<file path="src/fb_defines.svh">
//--------------------------------------------------
// Frame buffer parameters shared by the RTL.
// Include wherever resolution, latency or bus widths are needed.
//--------------------------------------------------
`ifndef FB_DEFINES_SVH
`define FB_DEFINES_SVH

// View area in pixels
`define FB_X_RES 800
`define FB_Y_RES 600

// Cycles from a sampled read request to request_ready
`define FB_SRAM_DELAY 5

// SRAM address is {x[9:0], y[9:0]}
`define FB_ADDR_W 20

// SRAM word, top bit unused and written as zero
`define FB_DATA_W 17

// Pixel as seen by the pipeline
`define FB_PIX_W 16

`endif

</file>
<file path="src/fb_pkg.sv">
//--------------------------------------------------
// Types shared between the frame buffer port blocks.
// Modules refer to these by scoped name or wildcard import.
//--------------------------------------------------
`include "fb_defines.svh"

package fb_pkg;

    // Pixel write candidate from one of the input sources
    typedef struct packed {
        logic                  valid;
        logic [`FB_ADDR_W-1:0] addr;
        logic [`FB_PIX_W-1:0]  pixel;
    } pixel_write_t;

    // One command toward the SRAM pins
    // Reads are every cycle with we low
    typedef struct packed {
        logic                  we;
        logic [`FB_ADDR_W-1:0] addr;
        logic [`FB_DATA_W-1:0] wdata;
    } sram_cmd_t;

    // Side information carried alongside a read
    typedef struct packed {
        logic issued;
        // Blank pixel is returned instead of SRAM data
        logic oob;
    } read_tag_t;

    // Operation granted the SRAM port in a cycle
    typedef enum logic [1:0] {
        OP_IDLE      = 2'd0,
        OP_READ      = 2'd1,
        OP_ADC_WRITE = 2'd2,
        OP_SPI_WRITE = 2'd3
    } port_op_e;

endpackage

</file>
<file path="src/fb_port_arbiter.sv">
//--------------------------------------------------
// Shares the single SRAM port between reads, ADC writes and SPI writes.
// Priority is read, then ADC, then SPI. Registers one command and
// one read tag per cycle.
//--------------------------------------------------
`timescale 1ns/10ps
`include "fb_defines.svh"

module fb_port_arbiter (
    input  logic                  clk,
    input  logic                  rst,
    input  logic                  request_active,
    input  logic signed [11:0]    request_x,
    input  logic signed [11:0]    request_y,
    input  logic                  adc_ready,
    input  fb_pkg::pixel_write_t  adc_write,
    input  fb_pkg::pixel_write_t  spi_write,
    output logic                  adc_grant,
    output fb_pkg::sram_cmd_t     sram_cmd,
    output fb_pkg::read_tag_t     read_tag
);

    import fb_pkg::*;

    port_op_e   port_op;
    logic       read_oob;
    sram_cmd_t  cmd_next;
    read_tag_t  tag_next;

    // Raw ready decides the slot, so a dropped ADC pixel still blocks SPI
    always_comb begin
        if (request_active) begin
            port_op = OP_READ;
        end else if (adc_ready) begin
            port_op = OP_ADC_WRITE;
        end else if (spi_write.valid) begin
            port_op = OP_SPI_WRITE;
        end else begin
            port_op = OP_IDLE;
        end
    end

    // FIFO is held back while a read owns the port
    assign adc_grant = (port_op == OP_ADC_WRITE);

    // Signed compare catches negative coordinates
    assign read_oob = (request_x < 0) || (request_y < 0) ||
                      (request_x >= `FB_X_RES) || (request_y >= `FB_Y_RES);

    always_comb begin
        // Default is a read at the request address
        cmd_next.we    = 1'b0;
        cmd_next.addr  = {request_x[9:0], request_y[9:0]};
        cmd_next.wdata = '0;
        case (port_op)
            OP_ADC_WRITE: begin
                cmd_next.we    = adc_write.valid;
                cmd_next.addr  = adc_write.addr;
                cmd_next.wdata = {1'b0, adc_write.pixel};
            end
            OP_SPI_WRITE: begin
                cmd_next.we    = 1'b1;
                cmd_next.addr  = spi_write.addr;
                cmd_next.wdata = {1'b0, spi_write.pixel};
            end
            default: begin
                cmd_next.we = 1'b0;
            end
        endcase
    end

    always_comb begin
        tag_next.issued = (port_op == OP_READ);
        tag_next.oob    = (port_op == OP_READ) && read_oob;
    end

    // Address and data follow the selection every cycle
    always_ff @(posedge clk) begin
        sram_cmd.addr  <= cmd_next.addr;
        sram_cmd.wdata <= cmd_next.wdata;
        if (rst) begin
            sram_cmd.we <= 1'b0;
            read_tag    <= '0;
        end else begin
            sram_cmd.we <= cmd_next.we;
            read_tag    <= tag_next;
        end
    end

endmodule

</file>
<file path="config.mk">
export PLATFORM = sky130hd
export DESIGN_NAME = fb_port_arbiter
export DESIGN_NICKNAME = d
export VERILOG_FILES = /design/src/fb_pkg.sv /design/src/fb_port_arbiter.sv
export VERILOG_INCLUDE_DIRS = /design/src /design/src/src
export SDC_FILE = /design/constraint.sdc
export NUM_CORES = 1
export LEC_CHECK = 0
export ABC_CLOCK_PERIOD_IN_PS = 1000
export BUFFER_PORTS_ARGS = -buffer_cell sky130_fd_sc_hd__buf_2
export CAP_MARGIN = 20
export CORE_UTILIZATION = 31
export CTS_CLUSTER_SIZE = 20
export DETAILED_ROUTE_END_ITERATION = 8
export PLACE_DENSITY_LB_ADDON = 0.1
export SLEW_MARGIN = 20
export SYNTH_ARGS = -nofsm -noshare
export SYNTH_HDL_FRONTEND = slang
export SYNTH_SLANG_ARGS = --single-unit
</file>
<file path="constraint.sdc">
create_clock -name clk -period 1 [get_ports clk]
set_clock_uncertainty 0.1 [all_clocks]
set_input_delay 0.15 -clock clk [delete_from_list [all_inputs] [get_ports clk]]
set_output_delay 0.15 -clock clk [all_outputs]
set_load 0.01 [all_outputs]
</file>
After elaboration in Yosys (flattened, before gate mapping) --
Index checks and enable logic that the tools add are counted. W data, S select, Z words.
Operators by class: order comparisons 4, equality and inequality tests 3, muxes and demuxes 5, reductions and logical operators 4
Operators by type and width (count):
- $pmux W37 S2 | 1
- $ge A12 B11 Y1 const B | 2
- $lt A12 B1 Y1 const B | 2
- $mux W2 | 3
- $eq A2 B2 Y1 const B | 2
- $logic_or A1 B1 Y1 | 3
- $eq A2 B1 Y1 const B | 1
- $pmux W1 S2 | 1
- $logic_and A1 B1 Y1 | 1
Storage, ports and cells: flip-flop bits (word level) 40, bits of input ports 102, output and inout port bits 41, logic and storage cells 21

Longest topological paths before layout --
depth after elaboration 5, mapped depth 5, gate-level depth less buffers 3

Least setup slack after synthesis --
OpenSTA, ideal clock, no wires.
path kind in2reg, start point in spi_write[36] (netlist name), end point reg sram_cmd[14] (netlist name), setup time 0.117 ns, data arrival time 0.845 ns, required time 0.783 ns, setup slack -0.061 ns, stages on the path 5, path through nor2b_2 nor2b_1 buf_2 buf_6 a22o_1
RTL lines:
- start: declaration | line fb_port_arbiter.sv:17 | input fb_pkg::pixel_write_t spi_write,
- end: declaration | line fb_port_arbiter.sv:19 | output fb_pkg::sram_cmd_t sram_cmd,

Worst setup path in the final report --
start point reg read_tag[1] (netlist name), end point out read_tag[1] (netlist name)
RTL lines:
- start: declaration | line fb_port_arbiter.sv:20 | output fb_pkg::read_tag_t read_tag
- start signal: assignment | line fb_port_arbiter.sv:86 | read_tag <= tag_next;
No word-level cell between the ends.

==> results summary <==
The flow ran to the end, and the final reports show no timing, DRC or antenna violations. The number of search-and-repair iterations in the first detailed-routing pass is 4. The path type of the worst setup path is flip-flop to primary output. The met3 layer usage reported by global route came out at 5.38%. The endpoint with the worst hold slack is sram_cmd[21]$_DFF_P_.

The first routing iteration left 78 violations. The routed wire length is 5400 µm. The area growth from synthesis to final layout came out at 109%. The area used by multi-input combinational logic came out at 576 µm². The achievable frequency is 1020 MHz. The register area is 796 µm². The total vias in the final route came out at 1,867. The total of fill cells in the finished design came out at 371.

The setup total negative slack came out at 0 ps. The share of the clock period used by the worst path after layout came out at 97.9%. The count of nets left with antenna violations after detail routing is 0. In this run the horizontal extent of the chip is 69.5 µm. The most used flip-flop cell after synthesis is dfxtp_1. The synthesized net count came out at 245. TritonCTS built the clock tree. The cell area that synthesis handed to floorplanning was 1410 µm². For this design, the slowest cell found on the critical path is dfxtp_1. The total CTS buffers is 5. The total chip power came out at 3.66 mW. The maximum count of clock buffers along a single path is 2. The number of global-route vias before repair is 1,900.

The average instance in the mapped netlist occupies 9.88 µm². Global routing consumed, on the met2 layer, 39.9% of the routing resources. The worst setup path is captured at a primary output.

The CTS H-tree depth is 2. The total of flip-flops plus latches after synthesis is 39. The share of synthesized area occupied by flip-flops and latches is 55.3%. The shortest period the worst path allows is 979 ps.

The root cell of the clock tree is clkbuf_8. STA puts the critical path data arrival time at 730 ps. Synthesis handed over a netlist of 143 instances. In the layout the commonest cells are 129 x buf_2, 48 x dlygate4sd3_1, 27 x dfxtp_1.

After floorplanning, the core was divided into 24 placement rows. Setup repair after global routing could not meet its margin everywhere. The final estimated routing congestion in global placement came out at 0.697. The count of buffers added on input and output ports is 141. The starting density of the core is 32.4%. The largest stage delay on the critical path came out at 320 ps. The wire length of the first global-routing pass came out at 8430 µm.

The yosys synthesis warning count is 0. The worst min-delay path class is primary input to flip-flop. The number of diodes added for antenna fixing is 0. The power density relative to cell area is 1240 nW/µm². The pin count of the biggest net entering global routing came out at 21. The combined buffer and inverter count along the critical path came out at 1. The count of final max-slew check failures came to 0. The hold-critical path depth is 3. The routed length per instance is 13.6 µm. The worst path meets setup with 21.0 ps of slack. The count of max-cap constraint violations came out at 0. The kind of cell with the highest combined delay on the critical path is flip-flops. IR analysis of the VDD net gives a maximum drop of 0.612 mV.

The chip height is 69.5 µm. The post-CTS clock slew at the launch and capture registers of the worst setup and hold paths is 70 ps. Counting flops with a built-in enable in the synthesized netlist gives 0. The placeable core area came out at 4350 µm². The met1 track demand over resource in global routing is 23.7%. The pre-CTS setup slack came out at -134 ps.

The startpoint type of the worst setup path is a flip-flop. The critical path data required time came out at 750 ps. The final-report hold violation count is 0.

The number of antenna violations at the first check in global routing came to 0. The startpoint identified for the worst hold timing path is spi_write[20]. The number of distinct library cell variants in the gate-level netlist after synthesis came out at 21. The fraction of final layout cells sized beyond drive strength 1 came out at 52.9%.

The aggregate global-route resource usage came out at 22.1%. The full die area is 4830 µm². The share of flip-flops with an asynchronous set or reset after synthesis came out at 0%. In this run the worst path has a maximum fanout of 1. Traced cell by cell, the critical path runs through buf_2. The count of nets after finishing is 448.

The clock sink count came out at 39. In this run the most used layer during global routing was met2. The most common cell after layout, fill and taps aside is buf_2.

The count of final setup violators is 0. The via-per-instance ratio came out at 4.69. Once detailed placement completed, the half-perimeter wirelength came to 3310 µm. The overall overflow remaining after global route is 0. The number of primary I/O pins came out at 143. The static power due to leakage came out at 1.49 nW. In the routed design, unresolved DRC markers number 0.
-- Yosys cell counts (2+ instances only) --
library cell	number	area share, %
dfxtp_1	39	55
nand2_1	21	5.6
a22oi_1	20	11
o21ai_0	20	7.1
a22o_1	16	9.9
buf_2	6	2.1
clkbuf_1	4	1.1
nor2b_1	3	1.3
buf_4	2	1.1
-- report_power, final --
| group | total [mW] | switching, mW | internal (mW) |
|---|---|---|---|
| Clock | 1.06 | 0.521 | 0.541 |
| Sequential | 1.72 | 0.0355 | 1.68 |
| Combinational | 0.886 | 0.349 | 0.538 |
-- logic make-up (layout without fill, tap and decap cells) --
| group | after synthesis | count (layout) | synth area share [%] |
|---|---|---|---|
| AO/OA/AOI/OAI | 62 | 62 | 30.7 |
| buffers and inverters | 13 | 216 | 5.05 |
| flip-flops | 39 | 39 | 55.3 |
| other | 1 | 1 | 0.265 |
| AND/OR/NAND/NOR | 28 | 28 | 8.68 |
-- cell type report --
class / instances / area share, %
repair buffers: 209 / 48.5
flip-flops and latches: 39 / 26.9
clock inverters: 1 / 0.169
clock buffers: 6 / 2.79
multi-input cells: 91 / 19.5
well taps: 52 / 2.20
-- through the flow --
stage	cell area (µm²)	hold slack (ps)	util, %	std cells
5_1_grt	2960	58.8	67.9	398
6_report	2960	45.1	67.9	398
3_3_place_gp	2260	234	52.0	339
2_1_floorplan	1420	127	-	143
4_1_cts	2840	37.0	65.2	394
3_5_place_dp	2260	235	52.0	339
-- per-layer routing --
metal	vias to the layer above	wire, µm
met5	-	0
met4	0	155
met3	17	418
met2	102	2770
met1	824	2060
li1	924	-
-- worst max path at each step --
stage,startpoint,cells after the start,end
global placement,adc_ready,5,sram_cmd[30]$_DFF_P_
floorplan,spi_write[36],5,sram_cmd[14]$_DFF_P_
detailed placement,adc_ready,5,sram_cmd[14]$_DFF_P_
global route,read_tag[1]$_SDFF_PP0_,1,read_tag[1]
finish,read_tag[1]$_SDFF_PP0_,1,read_tag[1]
CTS,sram_cmd[36]$_DFF_P_,1,sram_cmd[36]
-- registers in the layout, indices dropped and copies added, names as in the netlist --
register  cells
read_tag      2
sram_cmd     37
-- timing repair --
item,4_1_cts,5_1_grt
setup buffers,0,4
hold endpoints to repair,33,0
setup endpoints to repair,1,18
hold buffers,48,0
cloned,0,0
resized for setup,3,24
(Power assumes the default switching activity.)
