--- src/fb_defines.svh ---
//--------------------------------------------------
// Frame buffer parameters shared by the RTL.
// Include wherever resolution, latency or bus widths are needed.
//--------------------------------------------------
`ifndef FB_DEFINES_SVH
`define FB_DEFINES_SVH

// View area in pixels
`define FB_X_RES 800
`define FB_Y_RES 600

// Cycles from a sampled read request to request_ready
`define FB_SRAM_DELAY 5

// SRAM address is {x[9:0], y[9:0]}
`define FB_ADDR_W 20

// SRAM word, top bit unused and written as zero
`define FB_DATA_W 17

// Pixel as seen by the pipeline
`define FB_PIX_W 16

`endif

--- src/fb_pkg.sv ---
//--------------------------------------------------
// Types shared between the frame buffer port blocks.
// Modules refer to these by scoped name or wildcard import.
//--------------------------------------------------
`include "fb_defines.svh"

package fb_pkg;

    // Pixel write candidate from one of the input sources
    typedef struct packed {
        logic                  valid;
        logic [`FB_ADDR_W-1:0] addr;
        logic [`FB_PIX_W-1:0]  pixel;
    } pixel_write_t;

    // One command toward the SRAM pins
    // Reads are every cycle with we low
    typedef struct packed {
        logic                  we;
        logic [`FB_ADDR_W-1:0] addr;
        logic [`FB_DATA_W-1:0] wdata;
    } sram_cmd_t;

    // Side information carried alongside a read
    typedef struct packed {
        logic issued;
        // Blank pixel is returned instead of SRAM data
        logic oob;
    } read_tag_t;

    // Operation granted the SRAM port in a cycle
    typedef enum logic [1:0] {
        OP_IDLE      = 2'd0,
        OP_READ      = 2'd1,
        OP_ADC_WRITE = 2'd2,
        OP_SPI_WRITE = 2'd3
    } port_op_e;

endpackage

--- src/read_return.sv ---
//--------------------------------------------------
// Output side of the frame buffer port.
// Delays read tags to meet the SRAM data and returns the pixel,
// or zero for reads outside the view.
//--------------------------------------------------
`timescale 1ns/10ps
`include "fb_defines.svh"

module read_return (
    input  logic                   clk,
    input  logic                   rst,
    input  fb_pkg::read_tag_t      read_tag,
    input  logic [`FB_DATA_W-1:0]  read_word,
    output logic [`FB_PIX_W-1:0]   request_data,
    output logic                   request_ready
);

    import fb_pkg::*;

    localparam int TAG_DEPTH = `FB_SRAM_DELAY - 1;

    // Arbiter stage plus this line plus the output register
    read_tag_t tag_line [0:TAG_DEPTH-1];
    read_tag_t tag_tail;

    assign tag_tail = tag_line[TAG_DEPTH-1];

    always_ff @(posedge clk) begin
        if (rst) begin
            for (int i = 0; i < TAG_DEPTH; i++) begin
                tag_line[i] <= '0;
            end
            request_ready <= 1'b0;
        end else begin
            tag_line[0] <= read_tag;
            for (int i = 1; i < TAG_DEPTH; i++) begin
                tag_line[i] <= tag_line[i-1];
            end
            request_ready <= tag_tail.issued;
        end
    end

    // Bit 16 of the word is dropped
    always_ff @(posedge clk) begin
        if (tag_tail.oob) begin
            request_data <= '0;
        end else begin
            request_data <= read_word[`FB_PIX_W-1:0];
        end
    end

endmodule

--- config.mk ---
export PLATFORM = sky130hd
export DESIGN_NAME = read_return
export DESIGN_NICKNAME = d
export VERILOG_FILES = /design/src/fb_pkg.sv /design/src/read_return.sv
export VERILOG_INCLUDE_DIRS = /design/src /design/src/src
export SDC_FILE = /design/constraint.sdc
export NUM_CORES = 1
export LEC_CHECK = 0
export ABC_CLOCK_PERIOD_IN_PS = 1000
export BUFFER_PORTS_ARGS = -buffer_cell sky130_fd_sc_hd__buf_4
export CAP_MARGIN = 25
export CORE_AREA = 2 2 43 45
export CTS_BUF_LIST = sky130_fd_sc_hd__clkbuf_2
export DETAILED_ROUTE_END_ITERATION = 8
export DIE_AREA = 0 0 45 47
export GPL_TIMING_DRIVEN = 0
export PLACE_DENSITY_LB_ADDON = 0.15
export RECOVER_POWER = 50
export SYNTH_ARGS = -nofsm -noshare
export SYNTH_HDL_FRONTEND = slang
export SYNTH_SLANG_ARGS = --single-unit
--- constraint.sdc ---
create_clock -name clk -period 1 [get_ports clk]
set_input_delay 0.2 -clock clk [delete_from_list [all_inputs] [get_ports clk]]
set_output_delay 0.2 -clock clk [all_outputs]
set_load 0.05 [all_outputs]
**After elaboration in Yosys (flattened, before gate mapping)**

Memory sizes are Yosys's and may differ from the RTL's.
Index checks and enable logic that the tools add are counted.

- Register bits: 17
- Bits in latches: 0
- Memory bits (writable): 8
- Memory bits (read-only): 0
- Input port bits: 21
- Output and inout bits: 17
- Logic and storage cells: 14
- Memories: 1

- Add/sub/neg operators: 0
- Multiply operators: 0
- Div/mod/pow operators: 0
- Magnitude comparators: 0
- Equality and inequality tests: 0
- Shift operators: 0
- Muxes and demuxes: 7
- Bitwise operators: 4
- Reduce and logical (&&, ||, !) cells: 0

Memory list:

| name | depth | width | read ports | clocked after Yosys merged registers in | wr ports | RTL line | RTL |
|---|---|---|---|---|---|---|---|
| tag_line | 4 | 2 | 4 | 0 | 4 | read_return.sv:23 | `read_tag_t tag_line [0:TAG_DEPTH-1];` |

Operator list:

| kind | number |
|---|---|
| $mux W2 | 4 |
| $or A1 B1 Y1 | 4 |
| $mux W1 | 3 |

**Depth between registers and ports, before layout**

Gate-level depths: netlist of the first run.

- Depth in word-level cells: 3
- Gate-level depth with buffers: 2

**Least setup slack after synthesis of the first run**

OpenSTA, ideal clock, no wires.

- Path type: register to output
- Start point: register request_data[0]
- End point: output port request_data[0]
- Data arrival time: 0.587 ns
- Data required time: 0.800 ns
- Path slack: 0.213 ns
- Stages on the path, launching flop included: 1
- Path buffers: 0
- Cells stage by stage: dfxtp_1

RTL lines:

| what | RTL line | RTL |
|---|---|---|
| start, declared | read_return.sv:14 | `` output logic [`FB_PIX_W-1:0] request_data, `` |
| start signal, assigned | read_return.sv:48 | `` request_data <= read_word[`FB_PIX_W-1:0]; `` |

No word-level cell between the ends.

**Worst setup path after layout of the first run**

- Start point: register request_data[4]
- End point: output port request_data[4]

No word-level cell between the ends.

==> flow_summary.json, run 1 <==
{
  "switching_share": 0.261,
  "ys_warn_count": 0,
  "crit_path_top_delay_cell": "dfxtp_2",
  "internal-power_uw": 1330,
  "core_mm2": 0.00165,
  "placedCellCount": 104,
  "synthArstFlopShare": 0,
  "drv_cap": 0,
  "postCtsHoldBufs": 0,
  "comb_power_share": 0.193,
  "drt-initial-drc-count": 4,
  "p_sw_uw": 469,
  "overflow": 0,
  "yosysUniqueCellTypes": 5,
  "netlist_top_cells_count": "dfxtp_1, nor2b_1, nor2b_2",
  "grt_max_degree": 14,
  "path_delay_family": "flip-flops",
  "nNetsFinal": 113,
  "power_uw": 1800,
  "ir_worst_vdd_mv": 0.845,
  "slew_viol_final": 0,
  "io_buffers": 36,
  "clock-skew-final_ns": 0.00315,
  "insertion_delay_ns": 0.32,
  "yosysTopAreaCell": "dfxtp_1",
  "ctsRootBufferMaster": "clkbuf_2",
  "ys_ff_latch": 25,
  "first_global_vias": 428,
  "rsz0062_at_grt": "true",
  "routedWlPerCell_um": 12.5,
  "cts_made_buffers": 3,
  "worst_hold_path_type": "in2reg",
  "drc": 0,
  "cp_cell_sequence": "buf_8",
  "fin_crit_ns": 1.05,
  "cts.path.max_buffers": 2,
  "synth_top_area_share": 0.714,
  "grt_pass1_wl_mm": 1.87,
  "violations": "setup timing",
  "crit_type": "reg2out",
  "power_density_mw_per_mm2": 1580,
  "yosysMostFrequentCell": "dfxtp_1",
  "critical_path_arrival_ns": 0.85,
  "cts_num_sinks": 25,
  "crit_path_end_kind": "output pin",
  "die_height_um": 47,
  "cts_tree": "built",
  "worst-path-buf-inv": 1,
  "slew-limit-headroom": 0.759,
  "htreeDepth": 1,
  "cpPeakStageDelay_ns": 0.39,
  "synth_area_leaders": "dfxtp_1, nor2b_1, nor2b_2",
  "synth_flop_cell": "dfxtp_1",
  "synth_edf_count": 0,
  "grt_usage": 0.134,
  "pin_count": 38,
  "drive_gt1_frac": 0.769,
  "final_hold_viol_count": 0,
  "seqPwrFrac": 0.600,
  "routed_wl_mm": 1.35,
  "p_leak_uw": 0.000517,
  "start_util": 0.424,
  "syn_area_per_cell_um2": 13.7,
  "dieArea_mm2": 0.00212,
  "via_count": 466,
  "yosysSeqAreaShare": 0.714,
  "fmaxAchievable_ghz": 0.955,
  "drt_first_pass_iters": 5,
  "outcome": "finished with violations",
  "synthToLayoutAreaGrowth_pct": 62.5,
  "crit_path_max_fanout": 1,
  "synth_area_um2": 701,
  "pwr-share-clk": 0.207,
  "setup_ws_ns": -0.0476,
  "synthCells": 51,
  "setup_tns_ns": -0.595,
  "synth_fp_nets": 72,
  "required_ns": 0.80,
  "n_antenna_cell": 0,
  "antenna_found_initial": 0,
  "finalSetupViolations": 17,
  "finalCritPeriodShare": 1.05,
  "ant_nets": 0,
  "startpoint_type": "flip-flop",
  "clk_pin_slew_ns": 0.21,
  "die_w_um": 45,
  "rows": 15,
  "tightest_slew_ns": 0.361,
  "viasPerCell": 4.31,
  "gp_congestion": 0.624,
  "layout.cells.non_filler": 108
}
==> per-layer routing <==
layer  track usage  up-vias  routed length (um)
li1              -      231                   -
met1         0.134      211                 421
met2         0.254       20                 801
met3        0.0231        4                  96
met4        0.0882        0                  31
met5             0        -                   0
==> final timing paths <==
kind	start	to	slack [ns]	depth (start not counted)
setup / recovery	request_data[4]	request_data[4]	-0.05	1
hold / removal	read_word[7]	request_data[7]	0.07	2
setup reg to reg	tag_line[3][0]	request_data[0]	0.22	1
hold reg to reg	tag_line[3][1]	request_ready	0.45	1
==> through the flow <==
stage,cell area [um^2],utilization,setup slack (ns),hold slack [ns]
finish,1140,0.689,-0.0476,0.0671
CTS,1120,0.678,-0.0779,0.0467
detailed placement,992,0.601,0.244,0.414
global route,1140,0.689,-0.110,0.0385
global placement,992,0.601,0.251,0.408
floorplan,701,-,0.213,0.272
==> layout make-up <==
class | count | area (um^2)
sequential | 25 | 522
fill | 122 | 513
timing repair buffer | 36 | 375
multi-input combinational | 25 | 189
tap | 17 | 21.3
clock buffer | 4 | 20.0
buffer | 1 | 11.3
==> power groups by stage <==
stage | Sequential, uW | Combinational [uW] | Clock, uW
2_1_floorplan | 1220 | 39.8 | 0
3_3_place_gp | 1080 | 300 | 0
3_5_place_dp | 1080 | 303 | 0
4_1_cts | 1080 | 339 | 393
5_1_grt | 1090 | 362 | 428
6_report | 1080 | 347 | 372
==> cell families (layout without fill, tap and decap cells) <==
| family | Yosys count | in the layout | synth area share |
|---|---|---|---|
| buf+inv | 1 | 41 | 0.0161 |
| simple gates | 25 | 25 | 0.270 |
| flops | 25 | 25 | 0.714 |
==> repair_timing <==
item / in CTS / in global routing
pin swaps: 0 / 0
buffers inserted: 0 / 0
cloned: 0 / 0
gates resized for setup: 40 / 6
setup endpoints to repair: 17 / 17
==> state kept, by name, summed over array words and instances, names as in the netlist <==
signal,cells
request_ready,1
request_data,16
tag_line,8
==> layout by cell type, fill, tap and decap left out <==
master	instances
buf_4	18
clkbuf_2	4
dfxtp_2	17
nor2b_1	12
nor2b_2	7
and2b_2	6
buf_6	6
dfxtp_1	8
clkbuf_1	1
buf_8	12
Power figures use the tool's default switching activity.
==> inputs of run 2 (changes only) <==
SKIP_CTS_REPAIR_TIMING = 1   (was default)
==> flow_summary.json, run 2 (synthesis gave the netlist of run 1 again) <==
{
  "outcome": "finished with violations",
  "violations": "setup timing",
  "slew-limit-headroom": 0.759,
  "path_delay_family": "flip-flops",
  "finalSetupViolations": 17,
  "power_density_mw_per_mm2": 1590,
  "fin_crit_ns": 1.05,
  "top_register": "request_data",
  "cts_tree": "built",
  "cpPeakStageDelay_ns": 0.39,
  "grt_pass1_wl_mm": 1.68,
  "routedWlPerCell_um": 11.9,
  "ctsRootBufferMaster": "clkbuf_2",
  "ir_worst_vdd_mv": 0.844,
  "overflow": 0,
  "n_antenna_cell": 0,
  "via_count": 454,
  "start_util": 0.424,
  "critical_path_arrival_ns": 0.85,
  "crit_path_top_delay_cell": "dfxtp_2",
  "crit_path_max_fanout": 1,
  "crit_type": "reg2out",
  "cts_made_buffers": 3,
  "drt_first_pass_iters": 5,
  "final_common_cell": "buf_4",
  "antenna_found_initial": 0,
  "io_buffers": 36,
  "fmaxAchievable_ghz": 0.953,
  "tightest_slew_ns": 0.361,
  "finalCritPeriodShare": 1.05,
  "cts_num_sinks": 25,
  "pin_count": 38,
  "grt_max_degree": 14,
  "dpl_worst_slack_ns": 0.244,
  "viasPerCell": 4.20,
  "layout.cells.non_filler": 108,
  "insertion_delay_ns": 0.32,
  "gp_congestion": 0.624,
  "required_ns": 0.80,
  "p_leak_uw": 0.000515,
  "slew_viol_final": 0,
  "worst-path-buf-inv": 1,
  "startpoint_type": "flip-flop",
  "drv_cap": 0,
  "worst_hold_path_type": "in2reg",
  "clk_pin_slew_ns": 0.21,
  "cp_cell_sequence": "buf_8",
  "crit_path_end_kind": "output pin",
  "final_hold_viol_count": 0,
  "rsz0062_at_grt": "true",
  "routed_wl_mm": 1.28,
  "core_mm2": 0.00165,
  "fill_cells": 122,
  "rows": 15,
  "cts.path.max_buffers": 2,
  "dieArea_mm2": 0.00212,
  "drive_gt1_frac": 0.769,
  "ant_nets": 0,
  "postLayoutCoreUtil": 0.685,
  "die_w_um": 45,
  "die_height_um": 47,
  "drc": 0,
  "biggestRegsByFlops": "request_data: 16 flops, tag_line: 8 flops, request_ready: 1 flops",
  "synthToLayoutAreaGrowth_pct": 61.4,
  "htreeDepth": 1,
  "setup_ws_ns": -0.0489,
  "first_global_vias": 394,
  "nNetsFinal": 113,
  "layout_common_cells": "buf_4, dfxtp_2, nor2b_1",
  "grt_usage": 0.118,
  "largest_register_ffs": 16,
  "clock-skew-final_ns": 0.00402,
  "drt-initial-drc-count": 2,
  "placedCellCount": 104
}
## run 2: cell count changes in the layout (fill, tap and decap cells not counted)
cell / delta
buf_6: +2
buf_8: -2
## run 2: cell type report
type | count | area [um^2] | share of cell area
clock buffers | 4 | 20.0 | 0.0177
multi-input cells | 25 | 189 | 0.167
repair buffers | 36 | 368 | 0.325
flip-flops and latches | 25 | 522 | 0.461
plain buffers | 1 | 11.3 | 0.00996
well taps | 17 | 21.3 | 0.0188
## run 2: per-layer routing
layer  up-vias  track usage  share of wire
met4         0       0.0882          0.024
met5         -            0              0
met2        20        0.203           0.57
met3         4       0.0231          0.072
met1       199        0.129           0.33
li1        231            -              -
## run 2: per-stage QoR
step	hold slack, ns	total power [uW]	TNS [ns]	instance area [um^2]
6_report	0.0662	1790	-0.595	1130
5_1_grt	0.0385	1870	-1.52	1130
4_1_cts	0.0468	1760	-1.49	1010
3_5_place_dp	0.414	1380	0	992
3_3_place_gp	0.408	1380	0	992
2_1_floorplan	0.272	1260	0	701
## run 2: power breakdown
group          total (uW)  switching, uW  internal [uW]
logic                 343            176            166
clock network         373            267            106
registers            1080           24.0           1050
## run 2: path summary, 6_finish.rpt
check                  start         endpoint  slack [ns]  depth (start not counted)
max          request_data[4]  request_data[4]       -0.05                          1
min             read_word[7]  request_data[7]        0.07                          2
min reg2reg   tag_line[3][1]    request_ready        0.45                          1
max reg2reg   tag_line[3][0]  request_data[0]        0.22                          1
==> inputs of run 3 (changes only) <==
--- a/constraint.sdc
+++ b/constraint.sdc
@@ -3,2 +3,2 @@
 set_output_delay 0.2 -clock clk [all_outputs]
-set_load 0.05 [all_outputs]
+set_load 0.005 [all_outputs]
==> flow_summary.json, run 3 (synthesis gave the netlist of run 1 again) <==
{
  "via_count": 451,
  "dpl_worst_slack_ns": 0.244,
  "drc": 0,
  "viasPerCell": 4.18,
  "largest_register_ffs": 16,
  "critical_path_arrival_ns": 0.79,
  "dieArea_mm2": 0.00212,
  "layout_common_cells": "buf_4, dfxtp_1, nor2b_1",
  "synthToLayoutAreaGrowth_pct": 49.5,
  "slew_viol_final": 0,
  "cpPeakStageDelay_ns": 0.34,
  "fin_crit_ns": 0.987,
  "first_global_vias": 394,
  "drv_cap": 0,
  "slew-limit-headroom": 0.765,
  "worst_hold_path_type": "in2reg",
  "grt_usage": 0.118,
  "finalSetupViolations": 0,
  "cts.path.max_buffers": 2,
  "ir_worst_vdd_mv": 0.804,
  "die_height_um": 47,
  "n_antenna_cell": 0,
  "crit_path_top_delay_cell": "dfxtp_1",
  "rows": 15,
  "required_ns": 0.80,
  "clk_pin_slew_ns": 0.20,
  "drt-initial-drc-count": 0,
  "insertion_delay_ns": 0.31,
  "setup_ws_ns": 0.0130,
  "routed_wl_mm": 1.28,
  "drive_gt1_frac": 0.659,
  "tightest_slew_ns": 0.353,
  "worst-path-buf-inv": 1,
  "outcome": "finished, final reports clean",
  "htreeDepth": 1,
  "antenna_found_initial": 0,
  "p_leak_uw": 0.000490,
  "overflow": 0,
  "biggestRegsByFlops": "request_data: 16 flops, tag_line: 8 flops, request_ready: 1 flops",
  "finalCritPeriodShare": 0.987,
  "setup_tns_ns": 0,
  "core_mm2": 0.00165,
  "startpoint_type": "flip-flop",
  "final_common_cell": "buf_4",
  "path_delay_family": "flip-flops",
  "placedCellCount": 104,
  "io_buffers": 36,
  "pin_count": 38,
  "nNetsFinal": 113,
  "crit_path_end_kind": "output pin",
  "crit_type": "reg2out",
  "routedWlPerCell_um": 11.8,
  "ctsRootBufferMaster": "clkbuf_2",
  "fmaxAchievable_ghz": 1.01,
  "cp_cell_sequence": "buf_4",
  "cts_made_buffers": 3,
  "top_register": "request_data",
  "grt_max_degree": 14,
  "cts_tree": "built",
  "die_w_um": 45,
  "rsz0062_at_grt": "true",
  "gp_congestion": 0.624,
  "layout.cells.non_filler": 108,
  "start_util": 0.424,
  "final_hold_viol_count": 0,
  "clock-skew-final_ns": 0.00125,
  "power_uw": 1610,
  "power_density_mw_per_mm2": 1540,
  "whs_ns": 0.0698,
  "crit_path_max_fanout": 1,
  "drt_first_pass_iters": 1,
  "ant_nets": 0,
  "grt_pass1_wl_mm": 1.68,
  "cts_num_sinks": 25
}
-- run 3: cell types whose count changed in the layout (fill, tap and decap cells not counted) --
cell,delta
buf_4,+9
buf_6,+1
dfxtp_2,-10
dfxtp_1,+10
buf_8,-10
-- run 3: worst paths after layout --
path	startpoint	to	slack, ns	cells past startpoint
worst max-delay path	request_data[8]	request_data[8]	0.01	1
worst min-delay path	read_word[7]	request_data[7]	0.07	2
worst max register to register	tag_line[3][0]	request_data[0]	0.22	1
worst min register to register	tag_line[2][0]	tag_line[3][0]	0.46	1
-- run 3: metal layers --
layer / vias to the layer above / global-route usage / routed length [um]
met4: 0 / 0.0882 / 8
li1: 231 / - / -
met1: 200 / 0.129 / 433
met5: - / 0 / 0
met3: 2 / 0.0231 / 107
met2: 18 / 0.203 / 726
-- run 3: final cells by class --
cell class                      count  area (um^2)
Buffer                              1         11.3
Clock buffer                        4         20.0
Fill cell                         137          604
Multi-Input combinational cell     25          189
Sequential cell                    25          509
Tap cell                           17         21.3
Timing Repair Buffer               36          297
-- run 3: metrics by stage --
| step | cell area (um^2) | util |
|---|---|---|
| 2_1_floorplan | 701 | - |
| 3_3_place_gp | 992 | 0.601 |
| 3_5_place_dp | 992 | 0.601 |
| 4_1_cts | 1010 | 0.613 |
| 5_1_grt | 1050 | 0.634 |
| 6_report | 1050 | 0.634 |
-- run 3: where the power goes --
part	switching, uW	total [uW]	internal [uW]
registers	15.7	1070	1050
logic	43.8	174	131
clock network	264	370	106
total	324	1610	1290
